### config.mk
export PLATFORM = sky130hd
export DESIGN_NAME = agc_channel_top
export DESIGN_NICKNAME = d
export VERILOG_FILES = /design/src/common/agc_pkg.sv /design/src/agc/agc_gain_offset.sv /design/src/agc/agc_window_stats.sv /design/src/agc/saturate_and_scale.sv /design/src/hdl/agc_axil_regs.sv /design/src/hdl/agc_channel_top.sv
export VERILOG_INCLUDE_DIRS = /design/src /design/src/common
export SDC_FILE = /design/constraint.sdc
export NUM_CORES = 1
export LEC_CHECK = 0
export ABC_AREA = 1
export BUFFER_PORTS_ARGS = -buffer_cell sky130_fd_sc_hd__clkbuf_2
export CELL_PAD_IN_SITES_DETAIL_PLACEMENT = 1
export CELL_PAD_IN_SITES_GLOBAL_PLACEMENT = 1
export CORE_AREA = 2 2 276 224
export CTS_BUF_LIST = sky130_fd_sc_hd__clkbuf_8
export DETAILED_ROUTE_END_ITERATION = 16
export DIE_AREA = 0 0 278 226
export GPL_ROUTABILITY_DRIVEN = 1
export PLACE_DENSITY_LB_ADDON = 0.1
export SYNTH_ARGS = -nofsm -noshare
export SYNTH_HDL_FRONTEND = slang
export SYNTH_SLANG_ARGS = --single-unit
### constraint.sdc
create_clock -name clk_i -period 5 [get_ports clk_i]
set_clock_uncertainty 0.05 [all_clocks]
set_input_delay 0 -clock clk_i [delete_from_list [all_inputs] [get_ports clk_i]]
set_output_delay 0 -clock clk_i [all_outputs]
set_load 0.05 [all_outputs]
### src/common/agc_defines.svh
`ifndef AGC_DEFINES_SVH
`define AGC_DEFINES_SVH

// datapath widths
`define AGC_SAMPLE_W   12
`define AGC_GAIN_W     16
`define AGC_OFFSET_W   32
`define AGC_WORD_W     48

// word bit that becomes the lowest code bit
// the bit below it is needed for rounding, so this must be 1 or more
`define AGC_LSB        4

// statistics widths
`define AGC_CNT_W      16
`define AGC_SUM_W      32

// axi4-lite register map, byte addresses
`define AGC_AXI_ADDR_W 8
`define AGC_REG_CTRL   8'h00
`define AGC_REG_GAIN   8'h04
`define AGC_REG_OFFSET 8'h08
`define AGC_REG_WINDOW 8'h0C
`define AGC_REG_GT     8'h10
`define AGC_REG_LT     8'h14
`define AGC_REG_SUMSQ  8'h18
`define AGC_REG_STATUS 8'h1C

`endif

### src/common/agc_pkg.sv
`include "agc_defines.svh"

package agc_pkg;

    // plain vector types for the widths that carry a meaning
    typedef logic signed [`AGC_SAMPLE_W-1:0] sample_t;
    typedef logic        [`AGC_GAIN_W-1:0]   gain_t;
    typedef logic signed [`AGC_OFFSET_W-1:0] offset_t;
    typedef logic signed [`AGC_WORD_W-1:0]   dsp_word_t;
    // offset-binary output code
    typedef logic        [4:0]               code_t;
    // symmetric magnitude of the code
    typedef logic        [3:0]               mag_t;
    typedef logic        [`AGC_CNT_W-1:0]    count_t;
    typedef logic        [`AGC_SUM_W-1:0]    sum_t;

    // gain stage to saturator
    typedef struct packed {
        logic      valid;
        dsp_word_t word;
        // upper word bits all equal, as a dsp pattern detector would flag
        logic      in_bounds;
    } scaled_word_s;

    // saturator output, to the statistics and the channel output
    typedef struct packed {
        logic  valid;
        code_t code;
        mag_t  mag;
        logic  gt;
        logic  lt;
    } agc_out_s;

    // register block to pipeline
    typedef struct packed {
        logic    enable;
        gain_t   gain;
        offset_t offset;
        count_t  window_len;
    } agc_cfg_s;

    // window totals back to the register block
    typedef struct packed {
        logic   done;
        count_t gt_count;
        count_t lt_count;
        sum_t   sumsq;
    } agc_stats_s;

endpackage

### src/agc/agc_gain_offset.sv
`include "agc_defines.svh"

module agc_gain_offset (
    input  logic                  clk_i,
    input  logic                  rst_n_i,
    input  agc_pkg::agc_cfg_s     cfg_i,
    input  agc_pkg::sample_t      sample_i,
    input  logic                  sample_valid_i,
    output agc_pkg::scaled_word_s word_o
);
    import agc_pkg::*;

    dsp_word_t sample_ext;
    dsp_word_t gain_ext;
    dsp_word_t prod_q;
    logic      prod_valid_q;
    dsp_word_t sum_d;
    logic      in_bounds_d;
    dsp_word_t word_q;
    logic      in_bounds_q;
    logic      word_valid_q;

    // sample sign-extends, gain is unsigned so it zero-extends
    assign sample_ext = dsp_word_t'(sample_i);
    assign gain_ext   = dsp_word_t'(cfg_i.gain);

    // stage one valid
    // samples seen while disabled are dropped here
    always_ff @(posedge clk_i or negedge rst_n_i) begin
        if (!rst_n_i) begin
            prod_valid_q <= 1'b0;
        end else begin
            prod_valid_q <= sample_valid_i & cfg_i.enable;
        end
    end

    // stage one product, the multiplier output register
    always_ff @(posedge clk_i) begin
        prod_q <= sample_ext * gain_ext;
    end

    // stage two adder, offset is sign-extended to the word
    assign sum_d = prod_q + dsp_word_t'(cfg_i.offset);

    // stand-in for the dsp pattern / inverted pattern match
    // in bounds when every bit from the sign down to lsb+3 agrees
    assign in_bounds_d = (&sum_d[`AGC_WORD_W-1:`AGC_LSB+3])
                       | ~(|sum_d[`AGC_WORD_W-1:`AGC_LSB+3]);

    always_ff @(posedge clk_i or negedge rst_n_i) begin
        if (!rst_n_i) begin
            word_valid_q <= 1'b0;
        end else begin
            word_valid_q <= prod_valid_q;
        end
    end

    // stage two word and bounds flag
    always_ff @(posedge clk_i) begin
        word_q      <= sum_d;
        in_bounds_q <= in_bounds_d;
    end

    assign word_o = '{valid: word_valid_q, word: word_q, in_bounds: in_bounds_q};

    // a word only comes out two cycles after a sample went in
    a_valid_latency: assert property (
        @(posedge clk_i) disable iff (!rst_n_i)
        $rose(word_o.valid) |-> $past(sample_valid_i, 2)
    );

endmodule

### src/agc/agc_window_stats.sv
module agc_window_stats (
    input  logic                clk_i,
    input  logic                rst_n_i,
    input  agc_pkg::agc_out_s   agc_i,
    input  agc_pkg::count_t     window_len_i,
    output agc_pkg::agc_stats_s stats_o
);
    import agc_pkg::*;

    // samples taken so far in this window
    count_t     sample_cnt;
    // window length held from the first sample of the window
    count_t     len_q;
    count_t     len_eff;
    logic       last;
    count_t     gt_acc;
    count_t     lt_acc;
    sum_t       sumsq_acc;
    count_t     gt_next;
    count_t     lt_next;
    sum_t       sumsq_next;
    agc_stats_s stats_q;

    // a new window picks up the live register value
    assign len_eff = (sample_cnt == '0) ? window_len_i : len_q;
    // zero length acts as a one-sample window
    assign last    = (sample_cnt + count_t'(1)) >= len_eff;

    // totals including the current sample
    assign gt_next    = gt_acc + count_t'(agc_i.gt);
    assign lt_next    = lt_acc + count_t'(agc_i.lt);
    assign sumsq_next = sumsq_acc + sum_t'(agc_i.mag) * sum_t'(agc_i.mag);

    always_ff @(posedge clk_i or negedge rst_n_i) begin
        if (!rst_n_i) begin
            sample_cnt <= '0;
            len_q      <= '0;
            gt_acc     <= '0;
            lt_acc     <= '0;
            sumsq_acc  <= '0;
            stats_q    <= '0;
        end else begin
            // done is a single-cycle pulse
            stats_q.done <= 1'b0;
            if (agc_i.valid) begin
                if (sample_cnt == '0) begin
                    len_q <= window_len_i;
                end
                if (last) begin
                    // latch totals and restart the window
                    stats_q    <= '{done: 1'b1, gt_count: gt_next, lt_count: lt_next,
                                    sumsq: sumsq_next};
                    sample_cnt <= '0;
                    gt_acc     <= '0;
                    lt_acc     <= '0;
                    sumsq_acc  <= '0;
                end else begin
                    sample_cnt <= sample_cnt + count_t'(1);
                    gt_acc     <= gt_next;
                    lt_acc     <= lt_next;
                    sumsq_acc  <= sumsq_next;
                end
            end
        end
    end

    assign stats_o = stats_q;

    // mid-window count stays below the held length
    a_count_bound: assert property (
        @(posedge clk_i) disable iff (!rst_n_i)
        (sample_cnt != '0) |-> (sample_cnt < len_q)
    );

endmodule

### src/agc/saturate_and_scale.sv
`include "agc_defines.svh"

module saturate_and_scale #(
    parameter bit DECOUPLE = 1'b1
) (
    input  logic                  clk_i,
    input  logic                  rst_n_i,
    input  agc_pkg::scaled_word_s word_i,
    output agc_pkg::agc_out_s     agc_o
);
    import agc_pkg::*;

    // selected input fields
    logic  in_valid;
    // sign of the word
    logic  in_sign;
    logic  in_bounds;
    // the four code bits above the rounding bit
    logic  [3:0] in_base;
    // bit just below the code lsb
    logic  in_sublsb;

    code_t code_d;
    mag_t  mag_d;
    logic  gt_d;
    logic  lt_d;

    logic  out_valid_q;
    code_t code_q;
    mag_t  mag_q;
    logic  gt_q;
    logic  lt_q;

    // rounding needs the bit below the lsb
    if (`AGC_LSB < 1) begin : g_bad_lsb
        $error("AGC_LSB must be at least 1");
    end

    if (DECOUPLE) begin : g_decouple
        // extra register stage, buys distance from the multiplier
        logic       valid_q;
        logic       sign_q;
        logic       bounds_q;
        logic [3:0] base_q;
        logic       sublsb_q;

        always_ff @(posedge clk_i or negedge rst_n_i) begin
            if (!rst_n_i) begin
                valid_q <= 1'b0;
            end else begin
                valid_q <= word_i.valid;
            end
        end

        always_ff @(posedge clk_i) begin
            sign_q   <= word_i.word[`AGC_WORD_W-1];
            bounds_q <= word_i.in_bounds;
            base_q   <= word_i.word[`AGC_LSB +: 4];
            sublsb_q <= word_i.word[`AGC_LSB-1];
        end

        assign in_valid  = valid_q;
        assign in_sign   = sign_q;
        assign in_bounds = bounds_q;
        assign in_base   = base_q;
        assign in_sublsb = sublsb_q;
    end else begin : g_direct
        assign in_valid  = word_i.valid;
        assign in_sign   = word_i.word[`AGC_WORD_W-1];
        assign in_bounds = word_i.in_bounds;
        assign in_base   = word_i.word[`AGC_LSB +: 4];
        assign in_sublsb = word_i.word[`AGC_LSB-1];
    end

    always_comb begin
        // top code bit is the inverted sign in offset binary
        code_d[4] = ~in_sign;
        if (!in_bounds) begin
            // saturate, low bits all follow the inverted sign
            code_d[3:0] = {4{~in_sign}};
            mag_d       = 4'd15;
            // overflow always flags one side
            gt_d        = ~in_sign;
            lt_d        = in_sign;
        end else begin
            // convergent rounding without a carry
            // 00 stays 0, 01 10 11 all give 1, so only bit 0 is rederived
            code_d[3:1] = in_base[3:1];
            code_d[0]   = in_base[0] | in_sublsb;
            // symmetric code, magnitude is a conditional bit flip
            mag_d       = in_sign ? ~code_d[3:0] : code_d[3:0];
            gt_d        = ~in_sign & in_base[3];
            lt_d        = in_sign & ~in_base[3];
        end
    end

    always_ff @(posedge clk_i or negedge rst_n_i) begin
        if (!rst_n_i) begin
            out_valid_q <= 1'b0;
        end else begin
            out_valid_q <= in_valid;
        end
    end

    // output register, large fanout toward the beams
    always_ff @(posedge clk_i) begin
        code_q <= code_d;
        mag_q  <= mag_d;
        gt_q   <= gt_d;
        lt_q   <= lt_d;
    end

    assign agc_o = '{valid: out_valid_q, code: code_q, mag: mag_q, gt: gt_q, lt: lt_q};

    a_flags_exclusive: assert property (
        @(posedge clk_i) disable iff (!rst_n_i)
        agc_o.valid |-> !(agc_o.gt && agc_o.lt)
    );

    // out-of-bounds word shows up as full magnitude a cycle later
    a_sat_magnitude: assert property (
        @(posedge clk_i) disable iff (!rst_n_i)
        (in_valid && !in_bounds) |=> (agc_o.valid && agc_o.mag == 4'd15)
    );

endmodule

### src/hdl/agc_axil_regs.sv
`include "agc_defines.svh"

module agc_axil_regs (
    input  logic                       clk_i,
    input  logic                       rst_n_i,
    // write address and data
    input  logic [`AGC_AXI_ADDR_W-1:0] awaddr_i,
    input  logic                       awvalid_i,
    output logic                       awready_o,
    input  logic [31:0]                wdata_i,
    input  logic [3:0]                 wstrb_i,
    input  logic                       wvalid_i,
    output logic                       wready_o,
    // write response
    output logic [1:0]                 bresp_o,
    output logic                       bvalid_o,
    input  logic                       bready_i,
    // read address and data
    input  logic [`AGC_AXI_ADDR_W-1:0] araddr_i,
    input  logic                       arvalid_i,
    output logic                       arready_o,
    output logic [31:0]                rdata_o,
    output logic [1:0]                 rresp_o,
    output logic                       rvalid_o,
    input  logic                       rready_i,
    input  agc_pkg::agc_stats_s        stats_i,
    output agc_pkg::agc_cfg_s          cfg_o
);
    import agc_pkg::*;

    logic        bvalid_q;
    logic        rvalid_q;
    logic [31:0] rdata_q;
    logic        wr_hs;
    logic        rd_hs;
    logic [31:0] wr_merged;

    // control registers
    logic    enable_q;
    gain_t   gain_q;
    offset_t offset_q;
    count_t  window_q;
    // latched window totals
    count_t  gt_q;
    count_t  lt_q;
    sum_t    sumsq_q;
    // sticky window done, write 1 to clear
    logic    done_q;

    function automatic logic [31:0] read_mux(input logic [`AGC_AXI_ADDR_W-1:0] addr);
        logic [31:0] v;
        case (addr)
            `AGC_REG_CTRL:   v = 32'(enable_q);
            `AGC_REG_GAIN:   v = 32'(gain_q);
            `AGC_REG_OFFSET: v = offset_q;
            `AGC_REG_WINDOW: v = 32'(window_q);
            `AGC_REG_GT:     v = 32'(gt_q);
            `AGC_REG_LT:     v = 32'(lt_q);
            `AGC_REG_SUMSQ:  v = sumsq_q;
            `AGC_REG_STATUS: v = 32'(done_q);
            default:         v = '0;
        endcase
        return v;
    endfunction

    // address and data are taken together, one write in flight
    assign awready_o = ~bvalid_q;
    assign wready_o  = ~bvalid_q;
    assign wr_hs     = awvalid_i & wvalid_i & ~bvalid_q;
    // one read in flight
    assign arready_o = ~rvalid_q;
    assign rd_hs     = arvalid_i & ~rvalid_q;

    // byte-lane merge of new data over the current value
    always_comb begin
        wr_merged = read_mux(awaddr_i);
        for (int i = 0; i < 4; i++) begin
            if (wstrb_i[i]) begin
                wr_merged[8*i +: 8] = wdata_i[8*i +: 8];
            end
        end
    end

    always_ff @(posedge clk_i or negedge rst_n_i) begin
        if (!rst_n_i) begin
            bvalid_q <= 1'b0;
            rvalid_q <= 1'b0;
            enable_q <= 1'b0;
            gain_q   <= gain_t'(1);
            offset_q <= '0;
            window_q <= count_t'(256);
            gt_q     <= '0;
            lt_q     <= '0;
            sumsq_q  <= '0;
            done_q   <= 1'b0;
        end else begin
            // response held until the master takes it
            if (wr_hs) begin
                bvalid_q <= 1'b1;
            end else if (bready_i) begin
                bvalid_q <= 1'b0;
            end
            if (rd_hs) begin
                rvalid_q <= 1'b1;
            end else if (rready_i) begin
                rvalid_q <= 1'b0;
            end
            if (wr_hs) begin
                case (awaddr_i)
                    `AGC_REG_CTRL:   enable_q <= wr_merged[0];
                    `AGC_REG_GAIN:   gain_q   <= wr_merged[`AGC_GAIN_W-1:0];
                    `AGC_REG_OFFSET: offset_q <= wr_merged;
                    `AGC_REG_WINDOW: window_q <= wr_merged[`AGC_CNT_W-1:0];
                    default: ;
                endcase
            end
            // new totals on done, and a fresh done beats a clear
            if (stats_i.done) begin
                gt_q    <= stats_i.gt_count;
                lt_q    <= stats_i.lt_count;
                sumsq_q <= stats_i.sumsq;
                done_q  <= 1'b1;
            end else if (wr_hs && awaddr_i == `AGC_REG_STATUS && wstrb_i[0] && wdata_i[0]) begin
                done_q <= 1'b0;
            end
        end
    end

    // read data captured with the address
    always_ff @(posedge clk_i) begin
        if (rd_hs) begin
            rdata_q <= read_mux(araddr_i);
        end
    end

    assign bvalid_o = bvalid_q;
    assign rvalid_o = rvalid_q;
    assign rdata_o  = rdata_q;
    // always OKAY
    assign bresp_o  = 2'b00;
    assign rresp_o  = 2'b00;

    assign cfg_o = '{enable: enable_q, gain: gain_q, offset: offset_q, window_len: window_q};

endmodule

### src/hdl/agc_channel_top.sv
`include "agc_defines.svh"

module agc_channel_top (
    input  logic                       clk_i,
    input  logic                       rst_n_i,
    // adc sample stream, no back-pressure
    input  agc_pkg::sample_t           sample_i,
    input  logic                       sample_valid_i,
    // axi4-lite slave
    input  logic [`AGC_AXI_ADDR_W-1:0] awaddr_i,
    input  logic                       awvalid_i,
    output logic                       awready_o,
    input  logic [31:0]                wdata_i,
    input  logic [3:0]                 wstrb_i,
    input  logic                       wvalid_i,
    output logic                       wready_o,
    output logic [1:0]                 bresp_o,
    output logic                       bvalid_o,
    input  logic                       bready_i,
    input  logic [`AGC_AXI_ADDR_W-1:0] araddr_i,
    input  logic                       arvalid_i,
    output logic                       arready_o,
    output logic [31:0]                rdata_o,
    output logic [1:0]                 rresp_o,
    output logic                       rvalid_o,
    input  logic                       rready_i,
    // 5-bit code with magnitude and flags, four cycles after the sample
    output agc_pkg::agc_out_s          agc_o
);
    import agc_pkg::*;

    agc_cfg_s     cfg;
    agc_stats_s   stats;
    scaled_word_s word;

    agc_axil_regs u_regs (
        .clk_i     (clk_i),
        .rst_n_i   (rst_n_i),
        .awaddr_i  (awaddr_i),
        .awvalid_i (awvalid_i),
        .awready_o (awready_o),
        .wdata_i   (wdata_i),
        .wstrb_i   (wstrb_i),
        .wvalid_i  (wvalid_i),
        .wready_o  (wready_o),
        .bresp_o   (bresp_o),
        .bvalid_o  (bvalid_o),
        .bready_i  (bready_i),
        .araddr_i  (araddr_i),
        .arvalid_i (arvalid_i),
        .arready_o (arready_o),
        .rdata_o   (rdata_o),
        .rresp_o   (rresp_o),
        .rvalid_o  (rvalid_o),
        .rready_i  (rready_i),
        .stats_i   (stats),
        .cfg_o     (cfg)
    );

    // two cycles, multiply then offset add
    agc_gain_offset u_gain (
        .clk_i          (clk_i),
        .rst_n_i        (rst_n_i),
        .cfg_i          (cfg),
        .sample_i       (sample_i),
        .sample_valid_i (sample_valid_i),
        .word_o         (word)
    );

    // two more cycles with the decoupling stage
    saturate_and_scale #(
        .DECOUPLE (1'b1)
    ) u_sat (
        .clk_i   (clk_i),
        .rst_n_i (rst_n_i),
        .word_i  (word),
        .agc_o   (agc_o)
    );

    agc_window_stats u_stats (
        .clk_i        (clk_i),
        .rst_n_i      (rst_n_i),
        .agc_i        (agc_o),
        .window_len_i (cfg.window_len),
        .stats_o      (stats)
    );

endmodule

# Word-level counts from Yosys, hierarchy flattened
# Index checks and enable logic that the tools add are counted.
# W data, S select, Z words.
[op_classes] addsub=5 mux=23 bitwise_logic=14 order_cmp=1 multipliers=2 reduce_logical=18 eq_ne=13
[op_table] cell="$pmux W32 S8" count=1
[op_table] cell="$mux W65" count=2
[op_table] cell="$pmux W32 S3" count=1
[op_table] cell="$mux W16" count=4
[op_table] cell="$add A48 B32 Y48" count=1
[op_table] cell="$reduce_and A41 Y1" count=1
[op_table] cell="$reduce_or A41 Y1" count=1
[op_table] cell="$eq A8 B5 Y1 const B" count=5
[op_table] cell="$add A16 B1 Y16" count=2
[op_table] cell="$add A32 B8 Y32" count=1
[op_table] cell="$eq A8 B4 Y1 const B" count=4
[op_table] cell="$mux W32" count=1
[op_table] cell="$mux W8" count=4
[op_table] cell="$mul A12 B17 Y29" count=1
[op_table] cell="$add A16 B1 Y16 const B" count=1
[op_table] cell="$eq A8 B3 Y1 const B" count=2
[op_table] cell="$ge A16 B16 Y1" count=1
[op_table] cell="$logic_not A16 Y1" count=1
[op_table] cell="$logic_not A8 Y1" count=2
[op_table] cell="$reduce_and A2 Y1" count=5
[op_table] cell="$mul A4 B4 Y8" count=1
[op_table] cell="$mux W1" count=8
[op_table] cell="$mux W4" count=2
[op_table] cell="$and A1 B1 Y1" count=6
[op_table] cell="other kinds (7)" count=18
[totals] output_inout_bits=53 register_bits=444

# Logic depth before layout (Yosys ltp)
# Gate-level depths: netlist of run 1.
[depth] word_depth=7 mapped_depth=24 mapped_depth_nobuf=22

# Hierarchy
# From an unflattened synthesis of run 1, not the netlist that was laid out.
[hier_totals] hier_cells=3824 area_unflattened_um2=28511.1
[modules_own_cells] mod="agc_gain_offset" cells_each=1619 area_each_um2=11136.9 seq_area_each_um2=1311.3 instances=1
[modules_own_cells] mod="agc_window_stats" cells_each=1271 area_each_um2=9293.9 seq_area_each_um2=4028.9 instances=1
[modules_own_cells] mod="agc_axil_regs" cells_each=885 area_each_um2=7516.0 seq_area_each_um2=4266.6 instances=1
[modules_own_cells] mod="saturate_and_scale" cells_each=49 area_each_um2=564.3 seq_area_each_um2=410.4 instances=1

# Worst setup path before layout of run 1
# OpenSTA, ideal clock, no wires.
[synth_timing] path_kind="register to register" startpoint="register u_regs.gain_q[6]" endpoint="register u_gain.prod_q[23]" setup_slack_ps=-4 synth_period_minus_slack_ps=5004 path_stages_with_launch=21 arrival_time_ps=4834 setup_ps=120 path_cell_list="dfrtp_1 -> clkbuf_1 -> nand2_1 -> fa_1 -> inv_1 -> fa_1 -> fa_1 -> fa_1 -> inv_1 -> fa_1 -> inv_1 -> ha_1 -> a21oi_1 -> inv_1 -> o21ai_0 -> o211ai_1 -> a21oi_1 -> o21ai_1 -> nand2_1 -> nand2_1 -> xor2_1"
[synth_via] elab_chain_cells=1
[synth_lines] element="start, declared" line="agc_axil_regs.sv:40" rtl="gain_t gain_q;"
[synth_lines] element="start signal, assigned" line="agc_axil_regs.sv:89" rtl="gain_q <= gain_t'(1);"
[synth_lines] element="start signal, assigned" line="agc_axil_regs.sv:111" rtl="`AGC_REG_GAIN: gain_q <= wr_merged[`AGC_GAIN_W-1:0];"
[synth_lines] element="$mul A12 B17 Y29" line="agc_gain_offset.sv:39" rtl="prod_q <= sample_ext * gain_ext;"
[synth_lines] element="end signal, assigned" line="agc_gain_offset.sv:39"
[synth_lines] element="end, declared" line="agc_gain_offset.sv:15" rtl="dsp_word_t prod_q;"
# Every way passes these cells.
# A chain may end at the register's enable or synchronous reset.

# Worst setup path in the final report of run 1
[layout_timing] startpoint="register u_regs.gain_q[7]" endpoint="register u_gain.prod_q[23]"
# Same word-level chain as after synthesis.

==> run_results.csv, run 1 <==
group,metric,value,unit
floorplan,dieArea,0.06283,sq mm
placed_design,place_congestion,0.8868,
routing,wl_per_cell,19.62,um
routing,dr.pass1.iters,5,
clock_network,cts_tree,"yes",
power,p_switching,5.972,mW
worst_setup_path,critPathMaxFanout,7,
clock_network,path_clk_slew,0.07,ns
routing,drtIter0Drc,1391,
min_path,hold_path.class,"input port to flop",
synthesis,synthMuxAreaShare,0.7273,%
synthesis,yosys.area_share.simple,20.69,%
worst_setup_path,cpPeakStageDelay,0.53,ns
floorplan,die_w,278,um
timing,worst_pin_slew,1.229,ns
power,p_per_area,458.0,mW/mm^2
final_layout,area_delta_synth_final,19.20,%
power,swShare,41.83,%
synthesis,synth_compound_area_share,9.613,%
grt,grt_max_degree,143,
clock_network,numCtsBuffers,70,
routing,drc,0,
synthesis,synth-seq-cells,383,
routing,routed_wl,86850,um
floorplan,num_io_pins,125,
timing,finalHoldViolCount,0,
routing,maxUsedRoutingLayer,"met5",
synthesis,synth_top_area_share,28.23,%
floorplan,start_util,43.36,%
power,combPwrFrac,50.0,%
synthesis,ys_dominant_reg_cell,"dfrtp_1",
synthesis,synth_top_family_by_area,"simple AND/OR/NAND/NOR gates",
placed_design,port_buffers,120,
worst_setup_path,cp_slowest_cell,"fa_1",
timing,tns,0,ns
worst_setup_path,cp_cell_sequence,"buf_4, nand2_1, fa_1, fa_1, fa_1, inv_1, fa_1, inv_1, fa_1, inv_1, ha_1, a21o_1, inv_1, nand2_1, a21oi_2, o21ai_2, nand2_1, nand2_1, xor2_1",
job,cap_violations,0,
synthesis,seq_area_frac_synth,36.24,%
clock_network,insertion_delay,0.67,ns
power,finalPower,14.28,mW
worst_setup_path,worstSetupPathType,"flop to flop",
timing,finalSetupViolations,0,
grt,grt_overflow,0,
grt,antenna_found_initial,6,
timing,finalMaxSlewViolations,0,
worst_setup_path,cp.required,5.47,ns
power,power.share.clock,23.2,%
timing,holdWs,0.1053,ns
synthesis,synth_top_cells_by_area,"dfrtp_1 (28%), nand2_1 (14%), fa_1 (11%)",
worst_setup_path,path_buf_inv,5,
status,outcome,"finished, final reports clean",
placed_design,place_hpwl,65100,um
power,power_leakage,16.15,nW
routing,drt-met1-wl,40810,um
clock_network,numClockSinks,383,
timing,fin_crit_sh,97.84,%
final_layout,nets,3945,
floorplan,core_area,0.06030,sq mm
placed_design,place_ws,-0.09327,ns
synthesis,syn_inst,3306,
floorplan,rows,81,
timing,fin_ws,0.1078,ns
synthesis,synth_cell_types,57,
timing,relSlewSlack,17.95,%
worst_setup_path,cpMostUsedCell,"fa_1",
final_layout,fillerInstances,7318,
synthesis,post-synth-top-area-cell,"dfrtp_1",
routing,viasPerCell,5.198,
timing,final.min_clock_period,4.892,ns
synthesis,syn_area_per_cell,7.910,sq um
synthesis,synthAdderAreaFrac,18.22,%
worst_setup_path,arrival,5.36,ns
grt,grt_pass1_vias,24500,
power,internal_power,8.303,mW
synthesis,synthXorXnorAreaFrac,3.450,%
worst_setup_path,start_kind,"flop",
power,p_seq_share,26.8,%
synthesis,synthTopCellsByCount,"nand2_1 (993), inv_1 (619), dfrtp_1 (295), o21ai_0 (235), ha_1 (152)",
min_path,holdCritStartpoint,"wvalid_i",
timing,rsz0062_at_grt,"yes",
grt,grt_usage,28.08,%
worst_setup_path,rr_startpoint,"u_regs.gain_q[7]",
final_layout,drive_gt1_share,13.97,%
synthesis,yosysWarnings,0,
worst_setup_path,critPathLaunch,"u_regs.gain_q[7]",
synthesis,synth-edff-count,32,
clock_network,cts_max_path_buffers,3,
power,vdd_drop_max,0.3672,mV
routing,wl_met2,39020,um
floorplan,die_h,226,um
routing,ant_nets,0,
routing,wl_met3,5340,um
timing,clock.fmax,0.2044,GHz
synthesis,ys_async_sr_fraction,77.55,%
routing,num_vias,23010,
clock_network,htreeDepth,3,
synthesis,yosysMostFrequentCell,"nand2_1",
worst_setup_path,endpoint_kind,"flop",
worst_setup_path,path_delay_family,"adder cells",
final_layout,final_util,51.69,%
clock_network,cts-root-buf,"clkbuf_8",
grt,grt_pass1_wl,136600,um
synthesis,synth_area,0.02615,sq mm
-- logic make-up (layout without fill, tap and decap cells) --
group / after synthesis / after routing
AOI/OAI and AO/OA: 446 / 446
xor gates and xnor gates: 103 / 103
adders and majority gates: 295 / 295
buffers and inverters: 752 / 1079
DFF: 383 / 383
muxes: 17 / 17
other: 1 / 6
and+or+nand+nor: 1309 / 1309
-- cells in the final DEF, fill, tap and decap left out, types with 21 or more instances in the layout --
master	instances
dfxtp_1	54
inv_2	21
nor2_1	126
buf_4	90
clkbuf_2	119
clkbuf_8	88
o22ai_1	59
dlygate4sd3_1	92
nand3_1	79
a21oi_1	46
a31oi_1	25
o21ai_0	231
nand2_2	29
xor2_1	82
inv_1	627
dfrtp_1	281
edfxtp_1	32
fa_1	130
nand2_1	969
ha_1	138
-- power by group through the flow --
stage | combinational [mW] | clock (mW) | sequential [mW]
6_report | 7.14 | 3.32 | 3.82
3_5_place_dp | 5.83 | 0 | 3.87
5_1_grt | 7.97 | 3.53 | 3.86
2_1_floorplan | 3.84 | 0 | 3.84
4_1_cts | 6.01 | 3.39 | 3.82
3_3_place_gp | 5.66 | 0 | 3.85
-- flip-flops by register name, indices dropped and copies added, names as in the netlist, 29 cells and up --
register           count
u_stats.stats_o       65
u_regs.offset_q       32
u_regs.rdata_o        32
u_regs.sumsq_q        32
u_stats.sumsq_acc     32
u_gain.prod_q         29
-- worst reg2reg max path, stage by stage (launching register included) --
cell and delay [ns]:
dfrtp_2 0.46, buf_4 0.19, nand2_1 0.08, fa_1 0.46, fa_1 0.51, fa_1 0.51, inv_1 0.06, fa_1 0.53
inv_1 0.05, fa_1 0.53, inv_1 0.05, ha_1 0.34, a21o_1 0.18, inv_1 0.08, nand2_1 0.09, a21oi_2 0.18
o21ai_2 0.10, nand2_1 0.08, nand2_1 0.06, xor2_1 0.15
-- worst paths after layout --
| kind | endpoint | slack [ns] | cells past startpoint |
|---|---|---|---|
| max | u_gain.prod_q[23] | 0.11 | 19 |
| max in group asynchronous | u_regs.gain_q[13] | 3.60 | 4 |
| max reg2reg | u_gain.prod_q[23] | 0.11 | 19 |
| min | u_regs.offset_q[0] | 0.11 | 5 |
| min in group asynchronous | u_stats.sumsq_acc[6] | 0.47 | 4 |
| min reg2reg | u_sat.g_decouple.sublsb_q | 0.27 | 0 |
-- what timing repair did --
action,in CTS,in global routing
gates resized for setup,11,134
endpoints found under the setup margin,7,14
pin swaps,2,84
hold buffers,93,0
buffers inserted,0,23
hold endpoints to repair,413,0
-- through the flow --
| step | cells | cell area (sq um) |
|---|---|---|
| 2_1_floorplan | 3309 | 26160 |
| 3_3_place_gp | 4178 | 27920 |
| 3_5_place_dp | 4178 | 27920 |
| 4_1_cts | 4401 | 30460 |
| 5_1_grt | 4424 | 31160 |
| 6_report | 4426 | 31170 |
-- area by class of cell --
type | instances | area, sq um | area share [%]
diodes | 2 | 5.005 | 0.01606
clock buffers | 88 | 1211 | 3.886
clock inverters | 42 | 337.8 | 1.084
inverters | 627 | 2354 | 7.551
multi-input cells | 2174 | 14290 | 45.83
flip-flops and latches | 383 | 9494 | 30.46
well taps | 788 | 985.9 | 3.163
repair buffers | 322 | 2496 | 8.009
-- per-layer routing --
| layer | GRT usage (%) | vias to the layer above |
|---|---|---|
| li1 | - | 10820 |
| met1 | 39.36 | 11500 |
| met2 | 45.09 | 577 |
| met3 | 5.421 | 104 |
| met4 | 6.242 | 2 |
| met5 | 0 | - |
(Power assumes the default switching activity.)
==> run 2, diff against run 1 <==
--- a/config.mk
+++ b/config.mk
@@ -10,10 +10,10 @@
 export BUFFER_PORTS_ARGS = -buffer_cell sky130_fd_sc_hd__clkbuf_2
 export CELL_PAD_IN_SITES_DETAIL_PLACEMENT = 1
 export CELL_PAD_IN_SITES_GLOBAL_PLACEMENT = 1
-export CORE_AREA = 2 2 276 224
+export CORE_AREA = 2 2 247 249
 export CTS_BUF_LIST = sky130_fd_sc_hd__clkbuf_8
 export DETAILED_ROUTE_END_ITERATION = 16
-export DIE_AREA = 0 0 278 226
+export DIE_AREA = 0 0 249 251
 export GPL_ROUTABILITY_DRIVEN = 1
 export PLACE_DENSITY_LB_ADDON = 0.1
 export SYNTH_ARGS = -nofsm -noshare
==> run 2 against run 1 <==
Final cell count up 0.36%. Sequential power about the same. Sequential cell count unchanged. Worst setup slack worse by 0.026 ns. Critical path type unchanged. Via count down 0.39%. Final area about the same. First-iteration DRC count up 3.6%. Non-clock buffer count up 26. Critical path depth down 1. Die area down 0.52%. Sequential share of layout area about the same.
==> run_results.csv, run 2 (synthesis results as in run 1) <==
group,metric,value,unit
clock_network,insertion_delay,0.65,ns
final_layout,largest_reg_flops,65,
grt,busiest_layer,"met2",
final_layout,most-common-layout-cells,"nand2_1 (970), inv_1 (626), dfrtp_1 (281)",
routing,num_vias,22920,
floorplan,die_w,249,um
clock_network,cts_tree,"yes",
worst_setup_path,start_kind,"flop",
floorplan,core_area,0.05979,sq mm
clock_network,numCtsBuffers,70,
timing,finalHoldViolCount,0,
floorplan,start_util,43.73,%
routing,routed_wl,87060,um
worst_setup_path,rr_endpoint,"u_gain.prod_q[26]",
timing,finalSetupViolations,0,
floorplan,dieArea,0.06250,sq mm
floorplan,rows,90,
grt,grt_use_met2,46.64,%
final_layout,fillerInstances,7248,
status,outcome,"finished, final reports clean",
routing,wl_per_cell,19.60,um
timing,relSlewSlack,21.60,%
floorplan,num_io_pins,125,
routing,ant_nets,0,
worst_setup_path,worstSetupPathType,"flop to flop",
timing,fin_ws,0.08135,ns
worst_setup_path,cpPeakStageDelay,0.57,ns
floorplan,die_h,251,um
clock_network,numClockSinks,383,
final_layout,multi_input_area,0.01430,sq mm
timing,holdWs,0.003799,ns
final_layout,nets,3971,
worst_setup_path,cp.required,5.52,ns
grt,grt_usage,28.07,%
final_layout,seq_area,0.009494,sq mm
timing,rsz0062_at_grt,"yes",
placed_design,place_hpwl,65290,um
power,p_per_area,451.8,mW/mm^2
grt,grtUsageMet3,4.721,%
grt,grt_max_degree,123,
clock_network,cts_max_path_buffers,3,
routing,drc,0,
power,vdd_drop_max,0.3349,mV
worst_setup_path,r2r_cells,18,
placed_design,place_congestion,0.9040,
grt,grt_pass1_vias,25070,
clock_network,cts-root-buf,"clkbuf_8",
clock_network,path_clk_slew,0.06,ns
timing,clock.fmax,0.2033,GHz
timing,final.min_clock_period,4.919,ns
timing,fin_crit_sh,98.37,%
power,finalPower,14.07,mW
final_layout,mostFrequentLayoutCell,"nand2_1",
power,power_leakage,16.16,nW
final_layout,drive_gt1_share,14.65,%
worst_setup_path,arrival,5.44,ns
routing,viasPerCell,5.159,
min_path,hold_path.class,"input port to asynchronous set/reset pin",
worst_setup_path,rr_startpoint,"u_regs.gain_q[5]",
worst_setup_path,cp_cell_sequence,"buf_4, nor2_1, fa_1, fa_1, fa_1, fa_1, inv_1, fa_1, inv_1, ha_4, nand2_1, inv_2, nand2_2, nor3_2, nand2_1, o211ai_1, buf_4, xor2_1",
grt,grt_use_met1,37.13,%
worst_setup_path,cp_slowest_cell,"fa_1",
worst_setup_path,critPathMaxFanout,7,
clock_network,htreeDepth,3,
grt,grt_overflow,0,
routing,dr.pass1.iters,8,
placed_design,port_buffers,120,
timing,finalMaxSlewViolations,0,
grt,grt_pass1_wl,137400,um
timing,worst_pin_slew,1.175,ns
worst_setup_path,endpoint_kind,"flop",
routing,drtIter0Drc,1441,
grt,antenna_found_initial,3,
final_layout,area_delta_synth_final,19.08,%
placed_design,place_ws,-0.2850,ns
worst_setup_path,r2r_slack,0.08,ns
worst_setup_path,cpMostUsedCell,"fa_1",
job,cap_violations,0,
## run 2: cell count changes in the layout (fill, tap and decap cells not counted), moves of 4 or more
cell / before / now
bufinv_16: 5 / 0
inv_2: 21 / 29
buf_4: 90 / 125
ha_4: 13 / 17
dlygate4sd3_1: 92 / 87
## run 2: how the worst max path moves through the flow
stage	to	cells after the start	slack, ns	start
2_1_floorplan	u_gain.prod_q[23]	19	0.02	u_regs.gain_q[3]
3_3_place_gp	u_gain.prod_q[23]	17	-0.24	u_regs.gain_q[8]
3_5_place_dp	u_gain.prod_q[23]	17	-0.28	u_regs.gain_q[8]
4_1_cts	u_gain.prod_q[22]	24	0.001	u_regs.gain_q[8]
5_1_grt	u_gain.prod_q[23]	20	-0.12	u_regs.gain_q[7]
6_report	u_gain.prod_q[26]	18	0.08	u_regs.gain_q[5]
## run 2: final cells by class
cell class	instances	area share [%]
Antenna cell	2	0.01607
Clock buffer	85	3.757
Clock inverter	41	0.6349
Inverter	627	7.558
Multi-Input combinational cell	2174	45.92
Sequential cell	383	30.49
Tap cell	782	3.142
Timing Repair Buffer	348	8.486
## run 2: where the power goes
part	switching, mW	internal, mW	total, mW
registers	0.274	3.56	3.83
logic	4.20	3.09	7.29
clock network	1.40	1.55	2.95
total	5.88	8.19	14.1
## run 2: metrics by stage
| stage | cell area [sq um] | cells | utilization [%] | setup TNS [ns] |
|---|---|---|---|---|
| floorplan | 26160 | 3309 | - | 0 |
| global placement | 28080 | 4194 | 46.96 | -0.9738 |
| detailed placement | 28080 | 4194 | 46.96 | -1.632 |
| CTS | 30480 | 4415 | 50.98 | 0 |
| global route | 31140 | 4442 | 52.08 | -0.4899 |
| finish | 31140 | 4442 | 52.08 | 0 |
## run 2: timing repair
action / 4_1_cts / 5_1_grt
pin swaps: 8 / 76
hold endpoints to repair: 204 / 0
endpoints found under the setup margin: 15 / 15
setup buffers: 8 / 25
hold buffers: 87 / 0
gates resized for setup: 35 / 117
## run 2: layer usage
layer  up-vias  wire (um)
li1      10870          -
met1     11370      39180
met2       513      40780
met3       157       4091
met4         2       2997
met5         -         13
## run 2: critical path, delay by kind of cell (launching register included)
family | cells | cell delay (ns)
DFF | 1 | 0.49
AOI/OAI and AO/OA | 1 | 0.26
adders and majority gates | 6 | 2.77
xor gates and xnor gates | 1 | 0.13
buffers and inverters | 5 | 0.57
and+or+nand+nor | 5 | 0.55
